--- config.mk ---
export PLATFORM = sky130hd
export DESIGN_NAME = lshape_top
export DESIGN_NICKNAME = d
export VERILOG_FILES = /design/src/verilog/lshape_ctrl_pkg.sv /design/src/verilog/lshape_data_pkg.sv /design/src/verilog/lshape_ifs.sv /design/src/verilog/alu_pipe.sv /design/src/verilog/flow_ctrl.sv /design/src/verilog/lshape_top.sv /design/src/verilog/out_fifo.sv
export VERILOG_INCLUDE_DIRS = /design/src /design/src/verilog
export SDC_FILE = /design/constraint.sdc
export NUM_CORES = 1
export LEC_CHECK = 0
export BUFFER_PORTS_ARGS = -buffer_cell sky130_fd_sc_hd__buf_2
export CORE_MARGIN = 2
export CORE_UTILIZATION = 50
export DETAILED_ROUTE_END_ITERATION = 12
export GPL_TIMING_DRIVEN = 1
export PLACE_DENSITY = 0.74
export SLEW_MARGIN = 5
export SYNTH_ARGS = -nofsm -noshare
export SYNTH_HDL_FRONTEND = slang
export SYNTH_SLANG_ARGS = --single-unit
--- constraint.sdc ---
create_clock -name clk -period 3.5 [get_ports clk]
set_clock_uncertainty 0.2 [all_clocks]
set_input_delay 0.35 -clock clk [delete_from_list [all_inputs] [get_ports clk]]
set_output_delay 0.35 -clock clk [all_outputs]
set_load 0.01 [all_outputs]
--- src/verilog/lshape_cfg.svh ---
`ifndef LSHAPE_CFG_SVH
`define LSHAPE_CFG_SVH

// operand and result width
`define LSHAPE_DATA_W 16

// tag that follows each item from issue to the fifo head
`define LSHAPE_TAG_W 4

`define LSHAPE_LAT 5 // issue to fifo write, at least 2

`define LSHAPE_FIFO_DEPTH 8 // power of two

`endif

--- src/verilog/lshape_ctrl_pkg.sv ---
`include "lshape_cfg.svh"

package lshape_ctrl_pkg;

  // free fifo slots, 0 up to the depth; doubles as fifo occupancy
  typedef logic [$clog2(`LSHAPE_FIFO_DEPTH):0] credit_t;

  typedef enum logic {
    CR_OPEN,      // at least one credit left
    CR_EXHAUSTED  // upstream is stalled
  } credit_state_e;

endpackage

--- src/verilog/lshape_data_pkg.sv ---
`include "lshape_cfg.svh"

package lshape_data_pkg;

  // one operand, also one result
  typedef logic [`LSHAPE_DATA_W-1:0] operand_t;

  typedef logic [`LSHAPE_TAG_W-1:0] tag_t;

  // 1 selects a + b, 0 selects a - b
  typedef logic op_t;

  localparam op_t OP_ADD = 1'b1;

endpackage

--- src/verilog/lshape_ifs.sv ---
// one accepted item going from flow control into the pipeline
interface issue_if import lshape_data_pkg::*; ();

  logic     valid; // one cycle per accepted item, never refused
  op_t      op;
  operand_t a;
  operand_t b;
  tag_t     tag;

  modport src (
    output valid, op, a, b, tag
  );

  modport dst (
    input valid, op, a, b, tag
  );

endinterface

// one finished result going from the pipeline into the fifo
interface result_if import lshape_data_pkg::*; ();

  logic     wr; // writes one entry at the next edge
  operand_t result;
  logic     zero;
  logic     neg;
  tag_t     tag;

  modport src (
    output wr, result, zero, neg, tag
  );

  modport dst (
    input wr, result, zero, neg, tag
  );

endinterface

--- src/verilog/alu_pipe.sv ---
`include "lshape_cfg.svh"

module alu_pipe import lshape_data_pkg::*; #(
  parameter int LAT = `LSHAPE_LAT
) (
  input  logic clk,
  input  logic rst,
  issue_if.dst iss,
  result_if.src res
);

  logic [LAT-1:0] vld;         // bit i set when stage i holds an item
  operand_t       stage_res [LAT];
  tag_t           stage_tag [LAT];
  operand_t       alu_out;
  operand_t       last_res;

  // wraps modulo 2^W, no carry or borrow kept
  always_comb begin
    if (iss.op == OP_ADD) begin
      alu_out = iss.a + iss.b;
    end else begin
      alu_out = iss.a - iss.b;
    end
  end

  always_ff @(posedge clk, posedge rst) begin
    if (rst) begin
      vld <= '0;
      for (int i = 0; i < LAT; i++) begin
        stage_res[i] <= '0;
        stage_tag[i] <= '0;
      end
    end else begin
      vld          <= {vld[LAT-2:0], iss.valid};
      stage_res[0] <= alu_out;
      stage_tag[0] <= iss.tag;
      for (int i = 1; i < LAT; i++) begin
        stage_res[i] <= stage_res[i-1];
        stage_tag[i] <= stage_tag[i-1];
      end
    end
  end

  assign last_res = stage_res[LAT-1];

  // flags come from the last stage only
  assign res.wr     = vld[LAT-1];
  assign res.result = last_res;
  assign res.zero   = (last_res == '0);
  assign res.neg    = last_res[`LSHAPE_DATA_W-1];
  assign res.tag    = stage_tag[LAT-1];

endmodule

--- src/verilog/flow_ctrl.sv ---
`include "lshape_cfg.svh"

module flow_ctrl import lshape_data_pkg::*, lshape_ctrl_pkg::*; (
  input  logic     clk,
  input  logic     rst,
  input  logic     in_valid,
  input  op_t      in_op,
  input  operand_t in_a,
  input  operand_t in_b,
  input  tag_t     in_tag,
  output logic     in_stall,
  input  logic     pop,
  issue_if.src     iss
);

  credit_t       credits;
  credit_t       credits_next;
  credit_state_e state;
  credit_state_e state_next;
  logic          accept;

  // every accepted item already owns a fifo slot
  assign in_stall = (state == CR_EXHAUSTED);
  assign accept   = in_valid & ~in_stall;

  // issue in the accept cycle, no register in between
  assign iss.valid = accept;
  assign iss.op    = in_op;
  assign iss.a     = in_a;
  assign iss.b     = in_b;
  assign iss.tag   = in_tag;

  always_comb begin
    case ({accept, pop})
      2'b10:   credits_next = credits - 1'b1; // spend one slot
      2'b01:   credits_next = credits + 1'b1; // slot freed by a read
      default: credits_next = credits;        // none, or both at once
    endcase
  end

  always_comb begin
    state_next = state;
    case (state)
      CR_OPEN: begin
        if (credits_next == '0) state_next = CR_EXHAUSTED;
      end
      CR_EXHAUSTED: begin
        if (credits_next != '0) state_next = CR_OPEN;
      end
      default: state_next = CR_OPEN;
    endcase
  end

  always_ff @(posedge clk, posedge rst) begin
    if (rst) begin
      credits <= credit_t'(`LSHAPE_FIFO_DEPTH); // fifo starts empty
      state   <= CR_OPEN;
    end else begin
      credits <= credits_next;
      state   <= state_next;
    end
  end

endmodule

--- src/verilog/lshape_top.sv ---
`include "lshape_cfg.svh"

module lshape_top import lshape_data_pkg::*; (
  input  logic     clk,
  input  logic     rst,
  // upstream side
  input  logic     in_valid,
  input  op_t      in_op,
  input  operand_t in_a,
  input  operand_t in_b,
  input  tag_t     in_tag,
  output logic     in_stall,
  // downstream side
  input  logic     out_rdreq,
  output logic     out_empty,
  output operand_t out_result,
  output logic     out_zero,
  output logic     out_neg,
  output tag_t     out_tag
);

  logic fifo_pop; // one credit back per read

  issue_if  iss ();
  result_if res ();

  flow_ctrl u_ctrl (
    .clk      (clk),
    .rst      (rst),
    .in_valid (in_valid),
    .in_op    (in_op),
    .in_a     (in_a),
    .in_b     (in_b),
    .in_tag   (in_tag),
    .in_stall (in_stall),
    .pop      (fifo_pop),
    .iss      (iss.src)
  );

  alu_pipe #(
    .LAT (`LSHAPE_LAT)
  ) u_alu (
    .clk (clk),
    .rst (rst),
    .iss (iss.dst),
    .res (res.src)
  );

  out_fifo #(
    .DEPTH (`LSHAPE_FIFO_DEPTH)
  ) u_fifo (
    .clk         (clk),
    .rst         (rst),
    .wr_port     (res.dst),
    .rdreq       (out_rdreq),
    .empty       (out_empty),
    .pop         (fifo_pop),
    .head_result (out_result),
    .head_zero   (out_zero),
    .head_neg    (out_neg),
    .head_tag    (out_tag)
  );

endmodule

--- src/verilog/out_fifo.sv ---
`include "lshape_cfg.svh"

module out_fifo import lshape_data_pkg::*, lshape_ctrl_pkg::*; #(
  parameter int DEPTH = `LSHAPE_FIFO_DEPTH
) (
  input  logic     clk,
  input  logic     rst,
  result_if.dst    wr_port,
  input  logic     rdreq,
  output logic     empty,
  output logic     pop,
  output operand_t head_result,
  output logic     head_zero,
  output logic     head_neg,
  output tag_t     head_tag
);

  localparam int AW = $clog2(DEPTH);

  operand_t       mem_result [DEPTH];
  tag_t           mem_tag    [DEPTH];
  logic [DEPTH-1:0] mem_zero;
  logic [DEPTH-1:0] mem_neg;

  logic [AW-1:0] rd_ptr;
  logic [AW-1:0] wr_ptr;
  credit_t       count;      // occupancy
  credit_t       count_next;
  logic          full;

  assign empty = (count == '0);
  assign full  = (count == credit_t'(DEPTH)); // credits keep writes away from this
  assign pop   = rdreq & ~empty;

  // head entry straight out of the array
  assign head_result = mem_result[rd_ptr];
  assign head_zero   = mem_zero[rd_ptr];
  assign head_neg    = mem_neg[rd_ptr];
  assign head_tag    = mem_tag[rd_ptr];

  always_ff @(posedge clk) begin
    if (wr_port.wr) begin
      mem_result[wr_ptr] <= wr_port.result;
      mem_zero[wr_ptr]   <= wr_port.zero;
      mem_neg[wr_ptr]    <= wr_port.neg;
      mem_tag[wr_ptr]    <= wr_port.tag;
    end
  end

  always_comb begin
    case ({wr_port.wr, pop})
      2'b10:   count_next = count + 1'b1;
      2'b01:   count_next = count - 1'b1;
      default: count_next = count;
    endcase
  end

  // pointers wrap on their own since the depth is a power of two
  always_ff @(posedge clk, posedge rst) begin
    if (rst) begin
      rd_ptr <= '0;
      wr_ptr <= '0;
      count  <= '0;
    end else begin
      if (wr_port.wr) wr_ptr <= wr_ptr + 1'b1;
      if (pop) rd_ptr <= rd_ptr + 1'b1;
      count <= count_next;
    end
  end

endmodule
=== Word level (Yosys, flattened, before mapping) ===
Memory sizes are Yosys's and may differ from the RTL's.
Cells that the tools add are included.

* Register bits: 136
* Memory bits (writable): 160
* Input bits: 41
* Output and inout bits: 24
* Word-level logic and storage cells: 61
* Memories: 2

* Add/subtract/negate cells: 8
* Magnitude comparators: 3
* Equal/unequal tests: 4
* Muxes and demuxes: 16
* Bitwise logic cells: 4
* Reductions and logical operators: 6

{| class="wikitable"
|+ Memory list
! memory !! depth !! width !! read ports !! clocked after Yosys merged registers in !! write ports !! line !! RTL
|-
| u_fifo.mem_result || 8 || 16 || 1 || 0 || 1 || out_fifo.sv:20 || <nowiki>operand_t mem_result [DEPTH];</nowiki>
|-
| u_fifo.mem_tag || 8 || 4 || 1 || 0 || 1 || out_fifo.sv:21 || <nowiki>tag_t mem_tag [DEPTH];</nowiki>
|}

{| class="wikitable"
|+ Operator list
! cell !! count
|-
| $add 16x16->16 || 1
|-
| $bwmux 8 || 2
|-
| $logic_not 16->1 || 1
|-
| $mux 16 || 1
|-
| $pmux 4 s2 || 2
|-
| $sub 16x16->16 || 1
|-
| $add 4x1->4 const B || 2
|-
| $logic_not 4->1 || 2
|-
| $lt 3x4->1 const B || 2
|-
| $sub 4x1->4 const B || 2
|-
| $mux 1 || 7
|-
| $add 3x1->3 const B || 2
|-
| $bmux 1 s3 || 2
|-
| $eq 2x1->1 const B || 2
|-
| $eq 2x2->1 const B || 2
|-
| $reduce_bool 4->1 || 1
|-
| $demux 1 s3 || 1
|-
| $ge 3x1->1 const B || 1
|-
| $and 1x1->1 || 2
|-
| $not 1->1 || 2
|-
| $pmux 1 s2 || 1
|-
| $reduce_bool 2->1 || 1
|-
| $logic_and 1x1->1 || 1
|}

=== Longest topological paths before layout ===
* Depth in word-level cells: 8
* Gate-level depth with buffers: 13
* Gate-level depth less buffers: 13

=== Cells and area by module ===
Synthesis repeated with hierarchy kept, for this count alone.

* Cells, all modules: 662
* Area, all modules: 11911.4 sq um

{| class="wikitable"
|+ By module, submodules not included
! module !! times used !! cells an instance !! area an instance (sq um) !! seq. area each (sq um)
|-
| out_fifo || 1 || 320 || 7400.8 || 5535.3
|-
| alu_pipe || 1 || 272 || 3895.0 || 2627.5
|-
| flow_ctrl || 1 || 70 || 615.6 || 126.4
|}

=== Worst setup path before layout ===
No wires, ideal clock.

* Path kind: register to register
* Start: register u_fifo.count[1]
* End: register u_ctrl.state (netlist: u_ctrl.in_stall)
* Setup time: 0.101 ns
* Arrival time: 2.623 ns
* Required time: 3.199 ns
* Path slack: 0.576 ns
* Cell stages (with the launch flop): 13
* Path buffers: 0
* Clock period less this slack: 2.924 ns
* Path through: dfrtp_1 > nor4_1 > nand2b_1 > inv_1 > ha_1 > inv_1 > ha_1 > a21o_1 > a21oi_1 > xnor2_1 > nor2_1 > xor2_1 > nor4_1

* Longest elaborated chain between the ends: 8
* Elaborated cells between the ends (all ways): 11
* Classes of those cells: eq/ne (2); mux (4); bitwise (2); reduce/logical (3)

{| class="wikitable"
|+ RTL lines
! item !! line !! RTL
|-
| start: declaration || out_fifo.sv:27 || <nowiki>credit_t count;</nowiki>
|-
| start signal: assignment || out_fifo.sv:67 || <nowiki>count <= count_next;</nowiki>
|-
| $logic_not 4->1 * || out_fifo.sv:31 || <nowiki>assign empty = (count == '0);</nowiki>
|-
| net out_empty || lshape_top.sv:15 || <nowiki>output logic out_empty,</nowiki>
|-
| $not 1->1 * || out_fifo.sv:33 || <nowiki>assign pop = rdreq & ~empty;</nowiki>
|-
| $and 1x1->1 * || out_fifo.sv:33 ||
|-
| net fifo_pop || lshape_top.sv:22 || <nowiki>logic fifo_pop;</nowiki>
|-
| $eq 2x1->1 / $eq 2x2->1 (equally long branches) || flow_ctrl.sv:34 || <nowiki>case ({accept, pop})</nowiki>
|-
| $pmux 4 s2 * || flow_ctrl.sv:34 ||
|-
| net u_ctrl.credits_next[3] || flow_ctrl.sv:17 || <nowiki>credit_t credits_next;</nowiki>
|-
| $reduce_bool 4->1 / $logic_not 4->1 (equally long branches) || flow_ctrl.sv:48, flow_ctrl.sv:45 ||
|-
| $mux 1 (on tied branches) || flow_ctrl.sv:48, flow_ctrl.sv:45 ||
|-
| $pmux 1 s2 * || flow_ctrl.sv:43 || <nowiki>case (state)</nowiki>
|-
| net u_ctrl.state_next || flow_ctrl.sv:19 || <nowiki>credit_state_e state_next;</nowiki>
|-
| end signal: assignment || flow_ctrl.sv:60 || <nowiki>state <= state_next;</nowiki>
|-
| end: declaration || flow_ctrl.sv:18 || <nowiki>credit_state_e state;</nowiki>
|}

Mark *: on every way through the listed nets, which the timed path passes. The rest lies on a longest branch.
A chain may end at the register's enable or synchronous reset.

=== Final worst setup path ===
* Start: register u_fifo.count[0]
* End: register u_ctrl.state (netlist: u_ctrl.in_stall)

* Longest elaborated chain between the ends: 8
* Elaborated cells between the ends (all ways): 11
* Classes of those cells: eq/ne (2); mux (4); bitwise (2); reduce/logical (3)

{| class="wikitable"
|+ RTL lines
! item !! line
|-
| $logic_not 4->1 * || out_fifo.sv:31
|-
| $not 1->1 * || out_fifo.sv:33
|-
| $and 1x1->1 * || out_fifo.sv:33
|-
| net fifo_pop || lshape_top.sv:22
|-
| $eq 2x1->1 / $eq 2x2->1 (equally long branches) || flow_ctrl.sv:34
|-
| $pmux 4 s2 * || flow_ctrl.sv:34
|-
| net u_ctrl.credits_next[3] || flow_ctrl.sv:17
|-
| $reduce_bool 4->1 / $logic_not 4->1 (equally long branches) || flow_ctrl.sv:48, flow_ctrl.sv:45
|-
| $mux 1 (on tied branches) || flow_ctrl.sv:48, flow_ctrl.sv:45
|-
| $pmux 1 s2 * || flow_ctrl.sv:43
|-
| net u_ctrl.state_next || flow_ctrl.sv:19
|}

Marked as above.

==> impl_metrics.json <==
{
  "status": "finished, final reports clean",
  "cts_buffers": 27,
  "path_max_fanout": 4,
  "finalHoldViolations": 0,
  "async_reset_ff_share_pct": 41.67,
  "timing.fmax_mhz": 325.7,
  "synth_cell_types": 44,
  "placed_cell_area_um2": 11590,
  "synth_seq_cells": 288,
  "dpl.hpwl_um": 11130,
  "grt_overflow_total": 0,
  "avgSynthCellArea_um2": 18.85,
  "synth_xor_area_share_pct": 3.232,
  "cts.sinks": 288,
  "worstPathArrival_ns": 3.27,
  "die_w_um": 151.2,
  "nFillCells": 1538,
  "maxSlewViolCount": 0,
  "clk_pin_slew_ns": 0.06,
  "synthMuxAreaShare_pct": 11.22,
  "worstSkewPairLatency_ns": 0.52,
  "h-tree-depth": 1,
  "setup_violations": 0,
  "p_total_w": 0.009961,
  "p_per_area_nw_per_um2": 793.8,
  "gp_congestion": 0.8408,
  "leakagePower_nw": 4.792,
  "synth_ff_type": "edfxtp_1",
  "wl_per_cell_um": 18.95,
  "core_area_um2": 21150,
  "synth_common_cells": "168 x edfxtp_1, 119 x dfrtp_1, 42 x mux4_2",
  "layout-drive-gt1-share_pct": 28.37,
  "die_y_um": 151.2,
  "antenna_found_initial": 0,
  "cts_setup_buffers": 0,
  "period_minus_slack_ns": 3.071,
  "cts-resized-gates": 0,
  "final_util_pct": 59.32,
  "initial_core_util_pct": 51.24,
  "layout.nets": 749,
  "grt_usage_pct": 17.02,
  "synth_top_family_by_area": "multiplexers",
  "setup_ws_ns": 0.4293,
  "fin_crit_sh_pct": 87.73,
  "worstMarginPinSlew_ns": 0.7255,
  "die_area_um2": 22870,
  "cts_max_path_buffers": 3,
  "grt_max_degree": 62,
  "portBuffers": 64,
  "critical_path_class": "flop to flop",
  "yosysSeqAreaShare_pct": 74.26,
  "maxCapViolations": 0,
  "cts_hold_buf": 12,
  "ios": 65,
  "vias": 5232,
  "postSynthCellCount": 575,
  "final_antenna_net_count": 0,
  "synth_compound_area_share_pct": 3.232,
  "drc": 0,
  "slew_headroom_pct": 51.53,
  "dr.pass1.iters": 4,
  "final_area_um2": 12550,
  "synth_edf_count": 168,
  "grt_pass1_wl_um": 29720,
  "cts_tree": "yes",
  "hp-class": "primary input to flop",
  "ir_worst_vdd_uv": 327.1,
  "num_rows": 53,
  "yosys-top-cells-area": "edfxtp_1 47%, dfrtp_1 27%, mux4_2 8.7%, ha_1 3.1%, mux2_2 2.5%",
  "yosysMostFrequentCell": "edfxtp_1",
  "vias_per_cell": 5.377,
  "cp-start-kind": "flop",
  "area_delta_synth_final_pct": 15.77,
  "end_kind": "flop",
  "yosysTopAreaCell": "edfxtp_1",
  "syn_area_um2": 10840,
  "cts_root_buf": "clkbuf_16",
  "drt_wl_total_um": 18440,
  "drtIter0Drc": 370,
  "crit_required_ns": 3.70,
  "tns_ns": 0,
  "synthSimpleGateAreaFrac_pct": 3.324,
  "synth_top_area_share_pct": 46.54,
  "diodes": 0,
  "synth_adder_area_share_pct": 3.671,
  "rsz0062_at_grt": "false",
  "place_ws_ns": 0.1099,
  "yosysWarnings": 0,
  "grt_pass1_vias": 5574,
  "syn-num-nets": 646
}
[kinds of logic after synthesis]
logic type | after synthesis
and+or+nand+nor | 69
buffers and inverters | 28
xor gates and xnor gates | 40
muxes | 66
AOI/OAI and AO/OA | 54
DFF | 288
adders and majority gates | 30
[power by group]
| part | switching [W] | internal, W |
|---|---|---|
| combinational | 0.00119 | 0.00122 |
| clock | 0.00116 | 0.00153 |
| sequential | 0.000412 | 0.00444 |
| total | 0.00277 | 0.00720 |
[metrics by stage]
step                hold slack, ns  instances
floorplan                   0.1312        575
global placement            0.1315        912
detailed placement          0.1347        912
CTS                        0.01755        973
global route               0.05938        973
finish                     0.03499        973
[state kept, by name, indices dropped and copies added, names as in the netlist]
signal             cells
u_fifo.wr_ptr          3
u_fifo.rd_ptr          3
u_alu.res.result      16
u_ctrl.in_stall        1
u_fifo.mem_neg         7
u_fifo.mem_result    121
u_alu.vld              5
u_alu.res.tag          4
u_fifo.mem_tag        32
u_fifo.mem_zero        8
u_alu.stage_res       64
u_ctrl.credits         4
u_alu.stage_tag       16
u_fifo.count           4
[per-layer routing]
layer | track usage [%] | routed length, um
met3 | 2.651 | 890
met2 | 29.82 | 9489
met4 | 5.000 | 307
met5 | 0 | 0
met1 | 22.16 | 7754
[cells in the final DEF, fill, tap and decap left out, types with 2 or more instances in the layout]
cell / count
edfxtp_1: 168
dfrtp_1: 118
buf_2: 64
mux4_2: 42
clkbuf_16: 28
ha_1: 27
mux2_2: 24
nor2_1: 21
xnor2_1: 21
a21oi_1: 19
xor2_1: 19
nand2_1: 15
dlygate4sd3_1: 12
inv_1: 11
buf_4: 11
clkinv_2: 10
a21o_1: 9
nor4_1: 8
o21ai_0: 7
nand2b_1: 6
a31oi_1: 4
o21bai_1: 4
nand3_1: 3
fa_1: 3
clkbuf_8: 3
clkbuf_1: 3
buf_12: 3
nand4_1: 2
a21o_2: 2
a211oi_1: 2
nor3_1: 2
or3_1: 2
nor3_2: 2
clkinvlp_4: 2
clkinv_1: 2
[critical path, cell delays in order (launching register included)]
cell,delay (ns)
dfrtp_1,0.43
nor4_1,0.37
nand2b_1,0.21
inv_1,0.11
ha_1,0.24
inv_1,0.12
ha_1,0.24
a21o_1,0.17
a21oi_1,0.16
xnor2_1,0.13
nor2_1,0.07
xor2_1,0.17
nor4_1,0.32
[layout make-up]
cell class / count / area (um^2) / share of cell area, %
clock buffer: 35 / 760.7 / 6.062
clock inverter: 14 / 76.32 / 0.6082
inverter: 12 / 48.80 / 0.3889
multi-input combinational: 259 / 2685 / 21.40
sequential: 288 / 8050 / 64.15
tap: 275 / 344.1 / 2.742
timing repair buffer: 90 / 583.1 / 4.647
[path summary, 6_finish.rpt]
kind | startpoint | endpoint | slack, ns | depth (start not counted)
min in group asynchronous | rst | u_fifo.count[3] | 0.30 | 3
worst max register to register | u_fifo.count[0] | u_ctrl.in_stall | 0.43 | 12
worst max-delay path | u_fifo.count[0] | u_ctrl.in_stall | 0.43 | 12
max in group asynchronous | rst | u_alu.stage_res[59] | 2.03 | 4
worst min register to register | u_alu.stage_res[47] | u_alu.stage_res[31] | 0.14 | 0
worst min-delay path | in_a[4] | u_alu.stage_res[68] | 0.03 | 3
Note: power is estimated with default switching activity, not from simulation.
